<file path="src/design/cnn_pkg.sv">
package cnn_pkg;

  //====================================================================
  // Sizes
  //====================================================================
  localparam int ADDR_W     = 19;                      // Byte address width
  localparam int K_SIZE     = 4;                       // Kernel side and dot product depth
  localparam int PIC_ROWS   = 8;
  localparam int PIC_COLS   = 8;
  localparam int OUT_ROWS   = PIC_ROWS - K_SIZE + 1;   // Window positions, stride 1
  localparam int OUT_COLS   = PIC_COLS - K_SIZE + 1;
  localparam int OUT_COUNT  = OUT_ROWS * OUT_COLS;     // Results per frame
  localparam int WR_BYTES   = 4;                       // Result bytes per write word
  localparam int WGT_BYTES  = K_SIZE * K_SIZE;
  localparam int BIAS_BYTES = 4;
  localparam int RD_DATA_W  = 128;

  //====================================================================
  // Datapath types
  //====================================================================
  typedef logic signed [31:0] acc_t;                   // Window accumulator
  typedef logic signed [7:0] wgt_byte_t;
  typedef wgt_byte_t [K_SIZE-1:0] wgt_row_t;           // One kernel row, lane 0 at byte 0
  typedef logic [$clog2(K_SIZE)-1:0] krow_t;           // Kernel row index

  //====================================================================
  // Memory and software ports
  //====================================================================
  typedef struct packed {
    logic              req;
    logic [ADDR_W-1:0] start_addr;
    logic [ADDR_W-1:0] size_bytes;
  } mem_rd_req_t;

  typedef struct packed {
    logic                 valid;                       // One cycle pulse
    logic [RD_DATA_W-1:0] data;
  } mem_rd_rsp_t;

  typedef struct packed {
    logic              req;
    logic [ADDR_W-1:0] start_addr;
    logic [ADDR_W-1:0] size_bytes;
    logic [31:0]       data;
  } mem_wr_req_t;

  typedef struct packed {
    logic [ADDR_W-1:0] addr_bias;
    logic [ADDR_W-1:0] addr_x;                         // Picture base
    logic [ADDR_W-1:0] addr_y;                         // Kernel base
    logic [ADDR_W-1:0] addr_z;                         // Result base
  } sw_cfg_t;

endpackage

</file>
<file path="src/design/cnn_ctrl.sv">
`timescale 1ns/1ps

module cnn_ctrl
  import cnn_pkg::*;
(
  input  logic        clk,
  input  logic        rst_n,
  input  sw_cfg_t     cfg,
  input  logic        go,
  input  logic        params_ready,
  input  logic        wr_pending,
  input  logic        frame_done,
  input  logic        pic_rd_rsp_valid,
  output logic        load_start,
  output krow_t       kernel_row,
  output mem_rd_req_t pic_rd_req,
  output logic        busy,
  output logic        done
);

  //====================================================================
  // Window FSM
  //====================================================================
  typedef enum logic [2:0] {
    IDLE,
    LOAD,                                              // Kernel and bias fetch
    READ,                                              // Picture read outstanding
    WAIT,                                              // Between picture reads
    DRAIN                                              // Last writes in flight
  } state_t;

  state_t                      state;
  krow_t                       k_cnt;
  logic [$clog2(OUT_COLS)-1:0] col_cnt;
  logic [$clog2(OUT_ROWS)-1:0] row_cnt;
  logic [ADDR_W-1:0]           row_base;               // addr_x plus row_cnt rows
  logic [ADDR_W-1:0]           pic_offset;
  logic [ADDR_W-1:0]           pic_addr;
  logic                        pic_req;
  logic                        last_k;
  logic                        last_col;
  logic                        last_row;

  assign last_k   = (k_cnt == K_SIZE - 1);
  assign last_col = (col_cnt == OUT_COLS - 1);
  assign last_row = (row_cnt == OUT_ROWS - 1);

  // Kernel row times picture width, plus the window column
  assign pic_offset = ADDR_W'(k_cnt) * ADDR_W'(PIC_COLS) + ADDR_W'(col_cnt);

  always_ff @(posedge clk or negedge rst_n)
  begin
    if (!rst_n)
    begin
      state    <= IDLE;
      pic_req  <= 1'b0;
      pic_addr <= '0;
      k_cnt    <= '0;
      col_cnt  <= '0;
      row_cnt  <= '0;
      row_base <= '0;
      done     <= 1'b0;
    end
    else
    begin
      done <= 1'b0;
      case (state)
        IDLE:
        begin
          if (go)
          begin
            state    <= LOAD;
            k_cnt    <= '0;
            col_cnt  <= '0;
            row_cnt  <= '0;
            row_base <= cfg.addr_x;
          end
        end
        LOAD:
        begin
          if (params_ready)
            state <= WAIT;
        end
        WAIT:
        begin
          if (!wr_pending)                             // Write back-pressure
          begin
            pic_req  <= 1'b1;
            pic_addr <= row_base + pic_offset;
            state    <= READ;
          end
        end
        READ:
        begin
          if (pic_rd_rsp_valid)
          begin
            pic_req <= 1'b0;
            state   <= WAIT;
            if (!last_k)
              k_cnt <= k_cnt + 1'b1;
            else
            begin
              k_cnt <= '0;
              if (!last_col)
                col_cnt <= col_cnt + 1'b1;
              else if (!last_row)
              begin
                col_cnt  <= '0;
                row_cnt  <= row_cnt + 1'b1;
                row_base <= row_base + ADDR_W'(PIC_COLS);
              end
              else
                state <= DRAIN;                        // Last window read done
            end
          end
        end
        DRAIN:
        begin
          if (frame_done)
          begin
            state <= IDLE;
            done  <= 1'b1;
          end
        end
        default:
          state <= IDLE;
      endcase
    end
  end

  // Parameter fetch starts in the go cycle so its reads go out one cycle later
  assign load_start = (state == IDLE) && go;
  assign kernel_row = k_cnt;
  assign busy       = (state != IDLE);

  assign pic_rd_req = '{
    req:        pic_req,
    start_addr: pic_addr,
    size_bytes: ADDR_W'(K_SIZE)
  };

endmodule

</file>
<file path="src/design/cnn_param_load.sv">
`timescale 1ns/1ps

module cnn_param_load
  import cnn_pkg::*;
(
  input  logic              clk,
  input  logic              rst_n,
  input  logic              load_start,
  input  logic [ADDR_W-1:0] addr_y,
  input  logic [ADDR_W-1:0] addr_bias,
  input  krow_t             kernel_row,
  output mem_rd_req_t       wgt_rd_req,
  output mem_rd_req_t       bias_rd_req,
  input  mem_rd_rsp_t       wgt_rd_rsp,
  input  mem_rd_rsp_t       bias_rd_rsp,
  output logic              params_ready,
  output wgt_row_t          row_wgt,
  output acc_t              bias
);

  wgt_row_t [K_SIZE-1:0] kernel_q;                     // Byte row*K_SIZE+col
  acc_t                  bias_q;
  logic                  wgt_req_q;
  logic                  bias_req_q;
  logic                  wgt_got_q;
  logic                  bias_got_q;

  //====================================================================
  // One fetch of each per frame
  //====================================================================
  always_ff @(posedge clk or negedge rst_n)
  begin
    if (!rst_n)
    begin
      wgt_req_q  <= 1'b0;
      bias_req_q <= 1'b0;
      wgt_got_q  <= 1'b0;
      bias_got_q <= 1'b0;
    end
    else if (load_start)
    begin
      wgt_req_q  <= 1'b1;
      bias_req_q <= 1'b1;
      wgt_got_q  <= 1'b0;                              // Drop last frame's ready
      bias_got_q <= 1'b0;
    end
    else
    begin
      if (wgt_req_q && wgt_rd_rsp.valid)
      begin
        wgt_req_q <= 1'b0;
        wgt_got_q <= 1'b1;
      end
      if (bias_req_q && bias_rd_rsp.valid)
      begin
        bias_req_q <= 1'b0;
        bias_got_q <= 1'b1;
      end
    end
  end

  always_ff @(posedge clk)
  begin
    if (wgt_req_q && wgt_rd_rsp.valid)
      kernel_q <= wgt_rd_rsp.data[WGT_BYTES*8-1:0];
    if (bias_req_q && bias_rd_rsp.valid)
      bias_q <= bias_rd_rsp.data[BIAS_BYTES*8-1:0];   // Little-endian, signed
  end

  assign wgt_rd_req = '{
    req:        wgt_req_q,
    start_addr: addr_y,
    size_bytes: ADDR_W'(WGT_BYTES)
  };

  assign bias_rd_req = '{
    req:        bias_req_q,
    start_addr: addr_bias,
    size_bytes: ADDR_W'(BIAS_BYTES)
  };

  assign params_ready = wgt_got_q && bias_got_q;
  assign row_wgt      = kernel_q[kernel_row];          // Row matching the picture read
  assign bias         = bias_q;

endmodule

</file>
<file path="src/design/cnn_mac.sv">
`timescale 1ns/1ps

module cnn_mac
  import cnn_pkg::*;
(
  input  logic        clk,
  input  logic        rst_n,
  input  mem_rd_rsp_t pic_rd_rsp,
  input  krow_t       kernel_row,
  input  wgt_row_t    row_wgt,
  input  acc_t        bias,
  output logic        res_valid,
  output logic [7:0]  res_byte
);

  acc_t dot;                                           // Row dot product
  acc_t acc_q;                                         // Window sum
  acc_t sum_q;                                         // Window sum plus bias
  logic row_last_q;

  //====================================================================
  // Row dot product, unsigned picture by signed kernel
  //====================================================================
  always_comb
  begin
    dot = '0;
    for (int i = 0; i < K_SIZE; i++)
      dot = dot + $signed({1'b0, pic_rd_rsp.data[8*i +: 8]}) * row_wgt[i];
  end

  always_ff @(posedge clk)
  begin
    if (pic_rd_rsp.valid)
    begin
      if (kernel_row == '0)
        acc_q <= dot;                                  // First row starts a new window
      else
        acc_q <= acc_q + dot;
    end
    if (row_last_q)
      sum_q <= acc_q + bias;
  end

  always_ff @(posedge clk or negedge rst_n)
  begin
    if (!rst_n)
    begin
      row_last_q <= 1'b0;
      res_valid  <= 1'b0;
    end
    else
    begin
      row_last_q <= pic_rd_rsp.valid && (kernel_row == K_SIZE - 1);
      res_valid  <= row_last_q;                        // Two cycles after the last row
    end
  end

  // Clamp activation to 0..255
  always_comb
  begin
    if (sum_q < 0)
      res_byte = 8'd0;
    else if (sum_q > 255)
      res_byte = 8'hff;
    else
      res_byte = sum_q[7:0];
  end

endmodule

</file>
<file path="src/design/cnn_wr_packer.sv">
`timescale 1ns/1ps

module cnn_wr_packer
  import cnn_pkg::*;
(
  input  logic              clk,
  input  logic              rst_n,
  input  logic              res_valid,
  input  logic [7:0]        res_byte,
  input  logic [ADDR_W-1:0] addr_z,
  output mem_wr_req_t       wr_req,
  input  logic              wr_ack,
  output logic              wr_pending,
  output logic              frame_done
);

  logic [WR_BYTES-1:0][7:0]       word_q;              // Bytes still being collected
  logic [WR_BYTES-1:0][7:0]       word_nx;
  logic [$clog2(WR_BYTES)-1:0]    lane;
  logic [$clog2(OUT_COUNT)-1:0]   res_cnt;
  logic [$clog2(OUT_COUNT)-1:0]   word_idx;            // Words acked this frame
  logic                           last_res;
  logic                           word_full;
  logic                           last_word;
  logic                           wr_req_q;
  logic [ADDR_W-1:0]              wr_addr;
  logic [ADDR_W-1:0]              wr_size;
  logic [31:0]                    wr_data;

  always_comb
  begin
    word_nx       = word_q;
    word_nx[lane] = res_byte;
  end

  assign word_full = (lane == WR_BYTES - 1);
  assign last_res  = (res_cnt == OUT_COUNT - 1);

  always_ff @(posedge clk or negedge rst_n)
  begin
    if (!rst_n)
    begin
      word_q    <= '0;
      lane      <= '0;
      res_cnt   <= '0;
      word_idx  <= '0;
      last_word <= 1'b0;
      wr_req_q  <= 1'b0;
    end
    else
    begin
      if (res_valid)
      begin
        res_cnt <= last_res ? '0 : res_cnt + 1'b1;
        if (word_full || last_res)
        begin
          word_q    <= '0;                             // Partial word keeps zero lanes
          lane      <= '0;
          wr_req_q  <= 1'b1;
          last_word <= last_res;
        end
        else
        begin
          word_q <= word_nx;
          lane   <= lane + 1'b1;
        end
      end
      if (wr_req_q && wr_ack)
      begin
        wr_req_q  <= 1'b0;
        word_idx  <= last_word ? '0 : word_idx + 1'b1;
        last_word <= 1'b0;
      end
    end
  end

  // Write payload, held until ack
  always_ff @(posedge clk)
  begin
    if (res_valid && (word_full || last_res))
    begin
      wr_data <= word_nx;
      wr_size <= ADDR_W'(lane) + ADDR_W'(1);
      wr_addr <= addr_z + (ADDR_W'(word_idx) << 2);
    end
  end

  assign wr_req = '{
    req:        wr_req_q,
    start_addr: wr_addr,
    size_bytes: wr_size,
    data:       wr_data
  };

  assign wr_pending = wr_req_q;
  assign frame_done = wr_req_q && wr_ack && last_word;

endmodule

</file>
<file path="src/design/cnn_top.sv">
`timescale 1ns/1ps

module cnn_top
  import cnn_pkg::*;
(
  input  logic        clk,
  input  logic        rst_n,
  input  sw_cfg_t     cfg,
  input  logic        go,
  output logic        busy,
  output logic        done,
  output mem_rd_req_t pic_rd_req,
  output mem_rd_req_t wgt_rd_req,
  output mem_rd_req_t bias_rd_req,
  input  mem_rd_rsp_t pic_rd_rsp,
  input  mem_rd_rsp_t wgt_rd_rsp,
  input  mem_rd_rsp_t bias_rd_rsp,
  output mem_wr_req_t wr_req,
  input  logic        wr_ack
);

  logic       load_start;
  logic       params_ready;
  logic       wr_pending;
  logic       frame_done;
  krow_t      kernel_row;                              // Row of the picture read in flight
  wgt_row_t   row_wgt;
  acc_t       bias;
  logic       res_valid;
  logic [7:0] res_byte;

  cnn_ctrl i_ctrl (
    .clk              (clk),
    .rst_n            (rst_n),
    .cfg              (cfg),
    .go               (go),
    .params_ready     (params_ready),
    .wr_pending       (wr_pending),
    .frame_done       (frame_done),
    .pic_rd_rsp_valid (pic_rd_rsp.valid),
    .load_start       (load_start),
    .kernel_row       (kernel_row),
    .pic_rd_req       (pic_rd_req),
    .busy             (busy),
    .done             (done)
  );

  cnn_param_load i_param_load (
    .clk          (clk),
    .rst_n        (rst_n),
    .load_start   (load_start),
    .addr_y       (cfg.addr_y),
    .addr_bias    (cfg.addr_bias),
    .kernel_row   (kernel_row),
    .wgt_rd_req   (wgt_rd_req),
    .bias_rd_req  (bias_rd_req),
    .wgt_rd_rsp   (wgt_rd_rsp),
    .bias_rd_rsp  (bias_rd_rsp),
    .params_ready (params_ready),
    .row_wgt      (row_wgt),
    .bias         (bias)
  );

  cnn_mac i_mac (
    .clk        (clk),
    .rst_n      (rst_n),
    .pic_rd_rsp (pic_rd_rsp),
    .kernel_row (kernel_row),
    .row_wgt    (row_wgt),
    .bias       (bias),
    .res_valid  (res_valid),
    .res_byte   (res_byte)
  );

  cnn_wr_packer i_wr_packer (
    .clk        (clk),
    .rst_n      (rst_n),
    .res_valid  (res_valid),
    .res_byte   (res_byte),
    .addr_z     (cfg.addr_z),
    .wr_req     (wr_req),
    .wr_ack     (wr_ack),
    .wr_pending (wr_pending),
    .frame_done (frame_done)
  );

endmodule

</file>
<file path="config.mk">
export PLATFORM = sky130hd
export DESIGN_NAME = cnn_top
export DESIGN_NICKNAME = d
export VERILOG_FILES = /design/src/design/cnn_pkg.sv /design/src/design/cnn_ctrl.sv /design/src/design/cnn_param_load.sv /design/src/design/cnn_mac.sv /design/src/design/cnn_wr_packer.sv /design/src/design/cnn_top.sv
export SDC_FILE = /design/constraint.sdc
export NUM_CORES = 1
export LEC_CHECK = 0
export ABC_AREA = 1
export BUFFER_PORTS_ARGS = -buffer_cell sky130_fd_sc_hd__buf_2
export CORE_ASPECT_RATIO = 1.2
export CORE_MARGIN = 2
export CORE_UTILIZATION = 40
export CTS_CLUSTER_SIZE = 24
export DETAILED_ROUTE_END_ITERATION = 6
export GPL_TIMING_DRIVEN = 0
export HOLD_SLACK_MARGIN = 0.05
export SYNTH_ARGS = -nofsm -noshare
export SYNTH_HDL_FRONTEND = slang
export SYNTH_SLANG_ARGS = --single-unit
</file>
<file path="constraint.sdc">
create_clock -name clk -period 22.8 [get_ports clk]
set_input_delay 0 -clock clk [delete_from_list [all_inputs] [get_ports clk]]
set_output_delay 0 -clock clk [all_outputs]
set_load 0.01 [all_outputs]
</file>
==> results.py, run 1 <==
metrics = {
    "hold_path": {
        "hp-start": "go",
        "hold_path_end": "i_ctrl.row_base[3]",
        "hp-class": "primary input to flop",
        "hold_depth": 7,
    },
    "logic_synthesis": {
        "yosys.cell_count.top_type": "nand2_1",
        "yosys-top-cells-area": "edfxtp_1, fa_1, ha_1, nand2_1, dfrtp_1",
        "avgSynthCellArea_um2": 8.47,
        "synth_common_cells": "nand2_1, inv_1, nor2_1",
        "synth_seq_cells": 381,
        "ys.flop_type": "edfxtp_1",
        "synth_cells": 3686,
        "seq_area_frac_synth_pct": 35.0,
        "synth_top_cell_area_share_pct": 26.7,
        "synth_area_um2": 31200,
        "ys_warn_count": 0,
        "synth.largest_area_cell": "edfxtp_1",
        "synth_edf_count": 278,
        "async_flop_share_pct": 27.0,
        "yosysUniqueCellTypes": 58,
    },
    "floorplan": {
        "start_util_pct": 40.3,
        "ios": 657,
        "rows": 112,
        "die_w_um": 259,
        "core-area_um2": 77500,
        "die_area_um2": 80300,
        "die_y_um": 310,
    },
    "setup_path": {
        "r2r-end": "i_mac.acc_q[17]",
        "crit_path_end_kind": "flop",
        "critPathKind": "flop to flop",
        "r2r_cells": 44,
        "rr_startpoint": "i_ctrl.kernel_row[1]",
        "max_stage_delay_ns": 0.55,
        "critPathLaunchType": "flop",
        "crit_path_frequent_cell": "nand2_1",
        "cp.required_ns": 23.11,
        "worst-endpoint-arrival_ns": 10.37,
        "slowest_stage": "fa_1",
        "reg2reg_slack_ns": 12.74,
        "critPathMaxFanout": 10,
    },
    "cells_and_area": {
        "layout-drive-gt1-share_pct": 13.9,
        "finalNetCount": 5315,
        "syn_to_final_growth_pct": 22.7,
        "fillers": 7299,
        "finalCoreUtilization_pct": 49.4,
        "fin_cells": 5440,
    },
    "place": {
        "dp_cells": 5140,
        "io_buffers": 353,
        "place_congestion": 0.938,
        "place_ws_ns": 12.74,
        "dp_hpwl_um": 69400,
    },
    "clock_network": {
        "h-tree-depth": 2,
        "post_cts_resize_count": 0,
        "cts_root_buf": "clkbuf_16",
        "cts_buffers": 42,
        "clk_latency_ns": 0.59,
        "cts_num_sinks": 381,
        "path_clk_slew_ns": 0.06,
        "post-cts-setup-buffers": 0,
        "ctsHoldBuffers": 223,
        "cts_tree": "done",
        "clk_path_buf_depth": 3,
    },
    "routing": {
        "drt-initial-drc-count": 1276,
        "routed_via_density": 4.80,
        "wl_per_cell_um": 16.1,
        "vias": 26100,
        "drc": 0,
        "postRouteAntennaNets": 0,
        "firstDrtPassIters": 5,
        "wl_um": 87500,
    },
    "timing": {
        "drv_slew": 0,
        "hold_viol": 0,
        "fin_ws_ns": 12.74,
        "tns_ns": 0,
        "fin_crit_ns": 10.06,
        "finalCritPeriodShare_pct": 44.1,
        "clock.fmax_mhz": 99.4,
        "max_slew_margin_pct": 14.2,
        "setup_viol": 0,
        "worstMarginPinSlew_ns": 1.29,
        "rsz0062_at_grt": "false",
        "fin_worst_skew_ns": 0.0431,
    },
    "grt": {
        "overflow": 0,
        "grt.total_usage_pct": 21.9,
        "grt_pass1_wl_um": 138000,
        "grt_pass1_vias": 26600,
        "grt_start_max_net_pins": 70,
        "antenna_found_initial": 15,
    },
    "run": {
        "drv_cap": 0,
    },
    "run_status": {
        "run_status": "finished clean",
    },
}
metrics by stage:
step	hold WS, ns	cell area (um2)
finish	0.0877	38300
global route	0.0993	38300
CTS	0.0510	38300
detailed placement	0.0236	34700
global placement	0.177	34500
floorplan	-0.296	31500
worst max path at each step:
stage	startpoint	end	slack, ns
after floorplan	i_ctrl.kernel_row[0]	i_mac.acc_q[31]	14.51
final	i_ctrl.kernel_row[1]	i_mac.acc_q[17]	12.74
after detailed placement	i_ctrl.kernel_row[1]	i_mac.acc_q[17]	12.74
after global placement	i_ctrl.kernel_row[1]	i_mac.acc_q[26]	12.74
after global routing	i_ctrl.kernel_row[1]	i_mac.acc_q[31]	12.03
after CTS	i_ctrl.kernel_row[1]	i_mac.acc_q[26]	12.71
cells in the final DEF (no fill, tap or decap), drive strengths merged, types with 2 or more instances in the layout:
| master | count |
|---|---|
| nor3 | 27 |
| xnor2 | 31 |
| clkbuf | 78 |
| clkinv | 16 |
| ha | 279 |
| o32ai | 2 |
| and2 | 5 |
| or2 | 32 |
| nor2 | 364 |
| a21boi | 30 |
| conb | 73 |
| nor3b | 2 |
| o21bai | 19 |
| o31ai | 2 |
| a21o | 16 |
| dfrtp | 103 |
| nand2 | 904 |
| edfxtp | 278 |
| nand4 | 28 |
| buf | 494 |
| o22ai | 6 |
| o2111ai | 2 |
| nor4 | 9 |
| a21oi | 150 |
| nand3 | 219 |
| o21a | 3 |
| bufinv | 5 |
| fa | 187 |
| inv | 578 |
| a2bb2oi | 2 |
| a31oi | 14 |
| o21ai | 134 |
| clkinvlp | 5 |
| dlygate4sd3 | 222 |
| diode | 4 |
| xor2 | 77 |
| nand3b | 10 |
logic make-up (layout without fill, tap and decap cells):
group,Yosys count,after routing,share of synthesized area [%]
adders and majority gates,466,466,23.2
xor gates and xnor gates,108,108,3.03
DFF,381,381,35.0
AOI/OAI and AO/OA,383,383,7.10
and+or+nand+nor,1601,1601,21.2
buffers and inverters,745,1398,10.5
other,2,77,0.0240
worst max-delay path: cells and delay by family, from the launching register on:
| kind | cells | cell delay [ns] |
|---|---|---|
| adder cells (fa/ha/maj) | 9 | 4.14 |
| flip-flops | 1 | 0.40 |
| AO/OA/AOI/OAI | 5 | 0.82 |
| AND/OR/NAND/NOR | 19 | 2.83 |
| buffers and inverters | 11 | 1.62 |
sequential cells by signal (all words and copies together) (netlist names), 2 cells and up:
name and flops:
i_param_load.kernel_q 128, i_mac.acc_q 32, i_mac.sum_q 32, i_param_load.bias 32, i_wr_packer.word_q 32, i_wr_packer.wr_data 32
i_ctrl.pic_addr 19, i_ctrl.row_base 19, i_wr_packer.wr_addr 19, i_wr_packer.res_cnt 5, i_wr_packer.word_idx 5, i_ctrl.col_cnt 3
i_ctrl.row_cnt 3, i_ctrl.state 3, i_wr_packer.wr_size 3, i_ctrl.kernel_row 2, i_wr_packer.lane 2
area by class of cell:
class	instances	area (um2)	area share, %
well taps	1026	1280	3.35
repair buffers	581	4130	10.8
plain buffers	165	1100	2.87
diodes	4	10.0	0.0261
clock buffers	48	1090	2.86
clock inverters	24	275	0.719
flip-flops and latches	381	10900	28.5
multi-input cells	2631	17300	45.2
inverters	580	2180	5.70
routing by layer:
layer	up-vias	GRT usage [%]	share of wire (%)
li1	13100	-	-
met1	12100	26.5	41
met2	757	40.0	50
met3	146	3.14	5.6
met4	16	6.76	2.9
met5	-	0	0.13
Power of run 1 is not shown: default switching activity piles up to over one toggle a cycle in this logic, so the estimate is an artifact.
==> run 2, diff against run 1 <==
==> constraint.sdc (replaced) <==
create_clock -name clk -period 8.3 [get_ports clk]
set_input_delay 0 -clock clk [delete_from_list [all_inputs] [get_ports clk]]
set_output_delay 0 -clock clk [all_outputs]
set_load 0.01 [all_outputs]
==> run 2 against run 1 <==
Net effect: the run now ends with setup timing left; cell count increased by 1.8%; critical path depth increased by 2; core utilization increased by 4.6 points; via count increased by 3.2%; worst hold slack got worse by 0.0072 ns; flip-flop and latch count unchanged; count of clock-buffer cells in the layout unchanged; die area unchanged; routed wire length increased by 5.5%; first-iteration DRC count increased by 3.0%; clock skew decreased by 0.0012 ns; global-route usage increased by 0.48 points; highest routed layer unchanged.
==> results.py, run 2 (same netlist as run 1, synthesis figures left out) <==
metrics = {
    "timing": {
        "drv_slew": 0,
        "hold_viol": 0,
        "fin_ws_ns": -0.0131,
        "rsz0062_at_grt": "true",
        "fin_crit_ns": 8.31,
        "finalCritPeriodShare_pct": 100,
        "max_slew_margin_pct": 14.4,
        "setup_viol": 2,
        "clock.fmax_mhz": 120,
        "fin_worst_skew_ns": 0.0419,
        "worstMarginPinSlew_ns": 1.28,
    },
    "place": {
        "place_congestion": 0.938,
        "placed_area_um2": 34700,
        "dp_hpwl_um": 69400,
        "io_buffers": 353,
    },
    "floorplan": {
        "die_y_um": 310,
        "core-area_um2": 77500,
        "die_w_um": 259,
        "rows": 112,
        "start_util_pct": 40.3,
        "ios": 657,
        "die_area_um2": 80300,
    },
    "cells_and_area": {
        "final_common_cell": "nand2_1",
        "final_cell_mix": "nand2_1, inv_1, buf_2, nor2_1, edfxtp_1",
        "finalCoreUtilization_pct": 54.0,
        "fin_area_um2": 41800,
        "fillers": 6816,
        "largest-register": "i_param_load.kernel_q",
        "syn_to_final_growth_pct": 34.0,
        "finalNetCount": 5412,
        "layout-drive-gt1-share_pct": 26.2,
        "multiInputGateArea_um2": 19800,
        "register_area_um2": 10900,
        "largest_reg_flops": 128,
    },
    "setup_path": {
        "critPathKind": "flop to flop",
        "critPathLaunchType": "flop",
        "critPathMaxFanout": 7,
        "slowest_stage": "fa_1",
        "cp.required_ns": 8.62,
        "crit_path_end_kind": "flop",
        "max_stage_delay_ns": 0.55,
        "worst-endpoint-arrival_ns": 8.63,
        "crit_path_frequent_cell": "nand2_2",
    },
    "grt": {
        "grt_pass1_wl_um": 141000,
        "grt.total_usage_pct": 22.4,
        "antenna_found_initial": 14,
        "grt_start_max_net_pins": 70,
        "grt_pass1_vias": 27200,
        "overflow": 0,
    },
    "routing": {
        "postRouteAntennaNets": 0,
        "drc": 0,
        "wl_um": 92200,
        "vias": 26900,
        "firstDrtPassIters": 7,
        "drt-initial-drc-count": 1314,
        "routed_via_density": 4.87,
        "wl_per_cell_um": 16.7,
    },
    "clock_network": {
        "cts_tree": "done",
        "h-tree-depth": 2,
        "clk_latency_ns": 0.59,
        "cts_buffers": 42,
        "cts_num_sinks": 381,
        "path_clk_slew_ns": 0.07,
        "clk_path_buf_depth": 3,
        "cts_root_buf": "clkbuf_16",
    },
    "run": {
        "drv_cap": 0,
    },
    "run_status": {
        "run_status": "finished, violations left",
        "violations": "setup timing",
    },
    "hold_path": {
        "hp-class": "primary input to flop",
    },
}
run 2: per-layer routing:
metal,vias up,wire length [um],track usage (%)
met5,-,91,0
met4,16,3700,8.07
met3,205,4960,3.12
met2,850,46400,40.8
met1,12600,37100,26.8
li1,13300,-,-
run 2: worst paths after layout:
check                                    endpoint  cells past startpoint             startpoint  slack (ns)
setup reg to reg                  i_mac.acc_q[29]                     46   i_ctrl.kernel_row[0]       -0.01
min in group asynchronous      i_ctrl.pic_addr[6]                      4                  rst_n        0.52
hold / removal             i_param_load.wgt_got_q                      4                     go        0.08
hold reg to reg             i_wr_packer.word_q[9]                      2  i_wr_packer.word_q[9]        0.47
setup / recovery                  i_mac.acc_q[29]                     46   i_ctrl.kernel_row[0]       -0.01
max in group asynchronous         i_ctrl.state[2]                      4                  rst_n        7.44
run 2: worst max-delay path, delay by kind of cell (launching register included):
kind,cells,cell delay (ns)
adder cells (fa/ha/maj),9,4.04
AND/OR/NAND/NOR,21,1.96
buffers and inverters,12,0.96
flip-flops,1,0.50
AO/OA/AOI/OAI,3,0.38
XOR/XNOR,1,0.18
run 2: final cells by class:
class                           instances  area share, %
Antenna cell                            3         0.0179
Timing Repair Buffer                  679           11.9
Buffer                                164           3.04
Tap cell                             1026           3.07
Multi-Input combinational cell       2631           47.3
Clock inverter                         24          0.658
Clock buffer                           48           2.62
Inverter                              580           5.32
Sequential cell                       381           26.1
run 2: timing repair:
item	in CTS	in global routing
setup endpoints to repair	24	22
gates cloned	2	2
resized for setup	297	394
hold buffers	223	0
endpoints found under the hold margin	312	0
pin swaps	61	185
buffers inserted	36	58
run 2: metrics by stage:
stage | setup TNS [ns] | cells | worst slack [ns] | hold slack [ns]
3_3_place_gp | -33.27 | 5136 | -1.76 | 0.177
3_5_place_dp | -32.79 | 5140 | -1.76 | 0.0236
6_report | -0.0243 | 5536 | -0.0131 | 0.0805
4_1_cts | -0.0591 | 5472 | -0.0239 | 0.0510
5_1_grt | -6.09 | 5534 | -0.482 | 0.0993
2_1_floorplan | 0 | 3757 | 0.0122 | -0.296
Power of run 2 is left out for the same reason.
==> run 3, diff against run 2 <==
--- a/config.mk
+++ b/config.mk
@@ -14,6 +14,7 @@
 export DETAILED_ROUTE_END_ITERATION = 6
 export GPL_TIMING_DRIVEN = 0
 export HOLD_SLACK_MARGIN = 0.05
+export REMOVE_ABC_BUFFERS = 1
 export SYNTH_ARGS = -nofsm -noshare
 export SYNTH_HDL_FRONTEND = slang
 export SYNTH_SLANG_ARGS = --single-unit
==> constraint.sdc (replaced) <==
create_clock -name clk -period 10.6 [get_ports clk]
set_input_delay 0 -clock clk [delete_from_list [all_inputs] [get_ports clk]]
set_output_delay 0 -clock clk [all_outputs]
set_load 0.01 [all_outputs]
==> run 3 against run 2 <==
Net effect: the run now ends clean; die area is the same; count of clock-buffer cells in the layout up 3; final area down 10%; critical path type unchanged; clock skew is 0.0063 ns lower; flip-flop and latch count is the same; global-route usage down 0.95 points; critical path depth decreased by 2; register-to-register slack better by 0.83 ns; cell count fell by 4.4%; fmax decreased by 15%; setup slack improved by 0.83 ns.
==> results.py, run 3 (same netlist as run 1, synthesis figures left out) <==
metrics = {
    "setup_path": {
        "critPathLaunchType": "flop",
        "slowest_stage": "dfrtp_2",
        "max_stage_delay_ns": 0.62,
        "critPathKind": "flop to flop",
        "worst-endpoint-arrival_ns": 10.14,
        "cp.required_ns": 10.95,
        "crit_path_frequent_cell": "nand2_1",
        "crit_path_end_kind": "flop",
        "critPathMaxFanout": 46,
    },
    "timing": {
        "fin_crit_ns": 9.79,
        "worstMarginPinSlew_ns": 1.37,
        "drv_slew": 0,
        "fin_worst_skew_ns": 0.0356,
        "clock.fmax_mhz": 102,
        "rsz0062_at_grt": "false",
        "max_slew_margin_pct": 8.37,
        "whs_ns": 0.0723,
        "setup_viol": 0,
        "finalCritPeriodShare_pct": 92.3,
        "hold_viol": 0,
    },
    "run_status": {
        "run_status": "finished clean",
    },
    "clock_network": {
        "cts_num_sinks": 381,
        "path_clk_slew_ns": 0.06,
        "cts_tree": "done",
        "cts_root_buf": "clkbuf_16",
        "post-cts-setup-buffers": 0,
        "h-tree-depth": 2,
        "clk_path_buf_depth": 3,
        "cts_buffers": 44,
        "clk_latency_ns": 0.60,
    },
    "floorplan": {
        "rows": 112,
        "die_y_um": 310,
        "ios": 657,
        "die_area_um2": 80300,
        "core-area_um2": 77500,
        "start_util_pct": 40.3,
        "die_w_um": 259,
    },
    "routing": {
        "firstDrtPassIters": 6,
        "met3_length_um": 4750,
        "routed_via_density": 4.84,
        "vias": 25600,
        "wl_per_cell_um": 16.4,
        "wl_um": 86800,
        "wl_met1_um": 37700,
        "postRouteAntennaNets": 0,
        "drc": 0,
        "maxUsedRoutingLayer": "met5",
        "wl_met2_um": 41800,
        "drt-initial-drc-count": 1516,
    },
    "cells_and_area": {
        "final_cell_mix": "nand2_1, inv_1, nor2_1, buf_2, ha_1",
        "finalCoreUtilization_pct": 48.6,
        "layout-drive-gt1-share_pct": 10.9,
        "largest_reg_flops": 128,
        "largest-register": "i_param_load.kernel_q",
        "fillers": 7341,
        "finalNetCount": 5160,
        "syn_to_final_growth_pct": 20.5,
        "final_common_cell": "nand2_1",
    },
    "grt": {
        "overflow": 0,
        "antenna_found_initial": 15,
        "grt_pass1_wl_um": 135000,
        "grt_start_max_net_pins": 98,
        "grt.total_usage_pct": 21.4,
        "grt_pass1_vias": 25600,
    },
    "place": {
        "dp_hpwl_um": 67500,
        "place_congestion": 0.933,
        "io_buffers": 315,
    },
    "run": {
        "drv_cap": 0,
    },
    "hold_path": {
        "hp-class": "primary input to flop",
    },
}
==> run 3: cell count changes in the layout (fill, tap and decap cells not counted), moves of 49 or more <==
cell | previous run | this run
nand2_4 | 51 | 1
nand2_2 | 82 | 4
buf_4 | 208 | 0
a21oi_1 | 97 | 148
inv_1 | 513 | 571
nand2_1 | 762 | 899
nor2_1 | 311 | 360
==> run 3: cell type report <==
class,count,area [um2],share of cell area (%)
Antenna cell,6,15.0,0.0399
Clock buffer,51,1140,3.02
Clock inverter,31,363,0.964
Inverter,580,2190,5.81
Multi-Input combinational cell,2631,17300,46.0
Sequential cell,381,10900,29.0
Tap cell,1026,1280,3.41
Timing Repair Buffer,589,4430,11.8
==> run 3: final timing paths <==
path | from | endpoint | slack (ns) | depth (start not counted)
worst max register to register | i_ctrl.kernel_row[0] | i_mac.acc_q[31] | 0.81 | 44
min in group asynchronous | rst_n | i_wr_packer.word_q[12] | 0.53 | 4
max in group asynchronous | rst_n | i_wr_packer.word_q[6] | 8.91 | 4
worst min register to register | i_wr_packer.word_q[21] | i_wr_packer.word_q[21] | 0.47 | 2
worst min-delay path | pic_rd_rsp[128] | i_mac.row_last_q | 0.07 | 3
worst max-delay path | i_ctrl.kernel_row[0] | i_mac.acc_q[31] | 0.81 | 44
==> run 3: stage by stage <==
step / setup slack (ns) / cell area (um2) / std cells / TNS, ns
final: 0.812 / 37600 / 5295 / 0
after global routing: 0.0937 / 37600 / 5291 / 0
after CTS: 0.627 / 37600 / 5289 / 0
after detailed placement: 0.649 / 33500 / 4941 / 0
after global placement: -2.91 / 33300 / 4933 / -61.07
after floorplan: 0.710 / 30400 / 3592 / 0
==> run 3: layer usage <==
| metal | global-route usage [%] | up-vias |
|---|---|---|
| met4 | 6.84 | 4 |
| met2 | 37.3 | 676 |
| met1 | 27.1 | 12000 |
| met5 | 0 | - |
| met3 | 3.49 | 128 |
| li1 | - | 12800 |
==> run 3: timing repair <==
item,CTS,global route
setup endpoints to repair,0,3
hold buffers,266,0
hold endpoints to repair,394,0
gates resized for setup,0,3
==> run 3: worst max-delay path: cells and delay by family (launching register included) <==
family          cells  cell delay [ns]
fa+ha+maj           9             4.22
buf+inv            10             1.16
simple gates       15             1.59
flops               1             0.62
compound gates      9             1.72
xor+xnor            1             0.16
Power of run 3 is left out for the same reason.
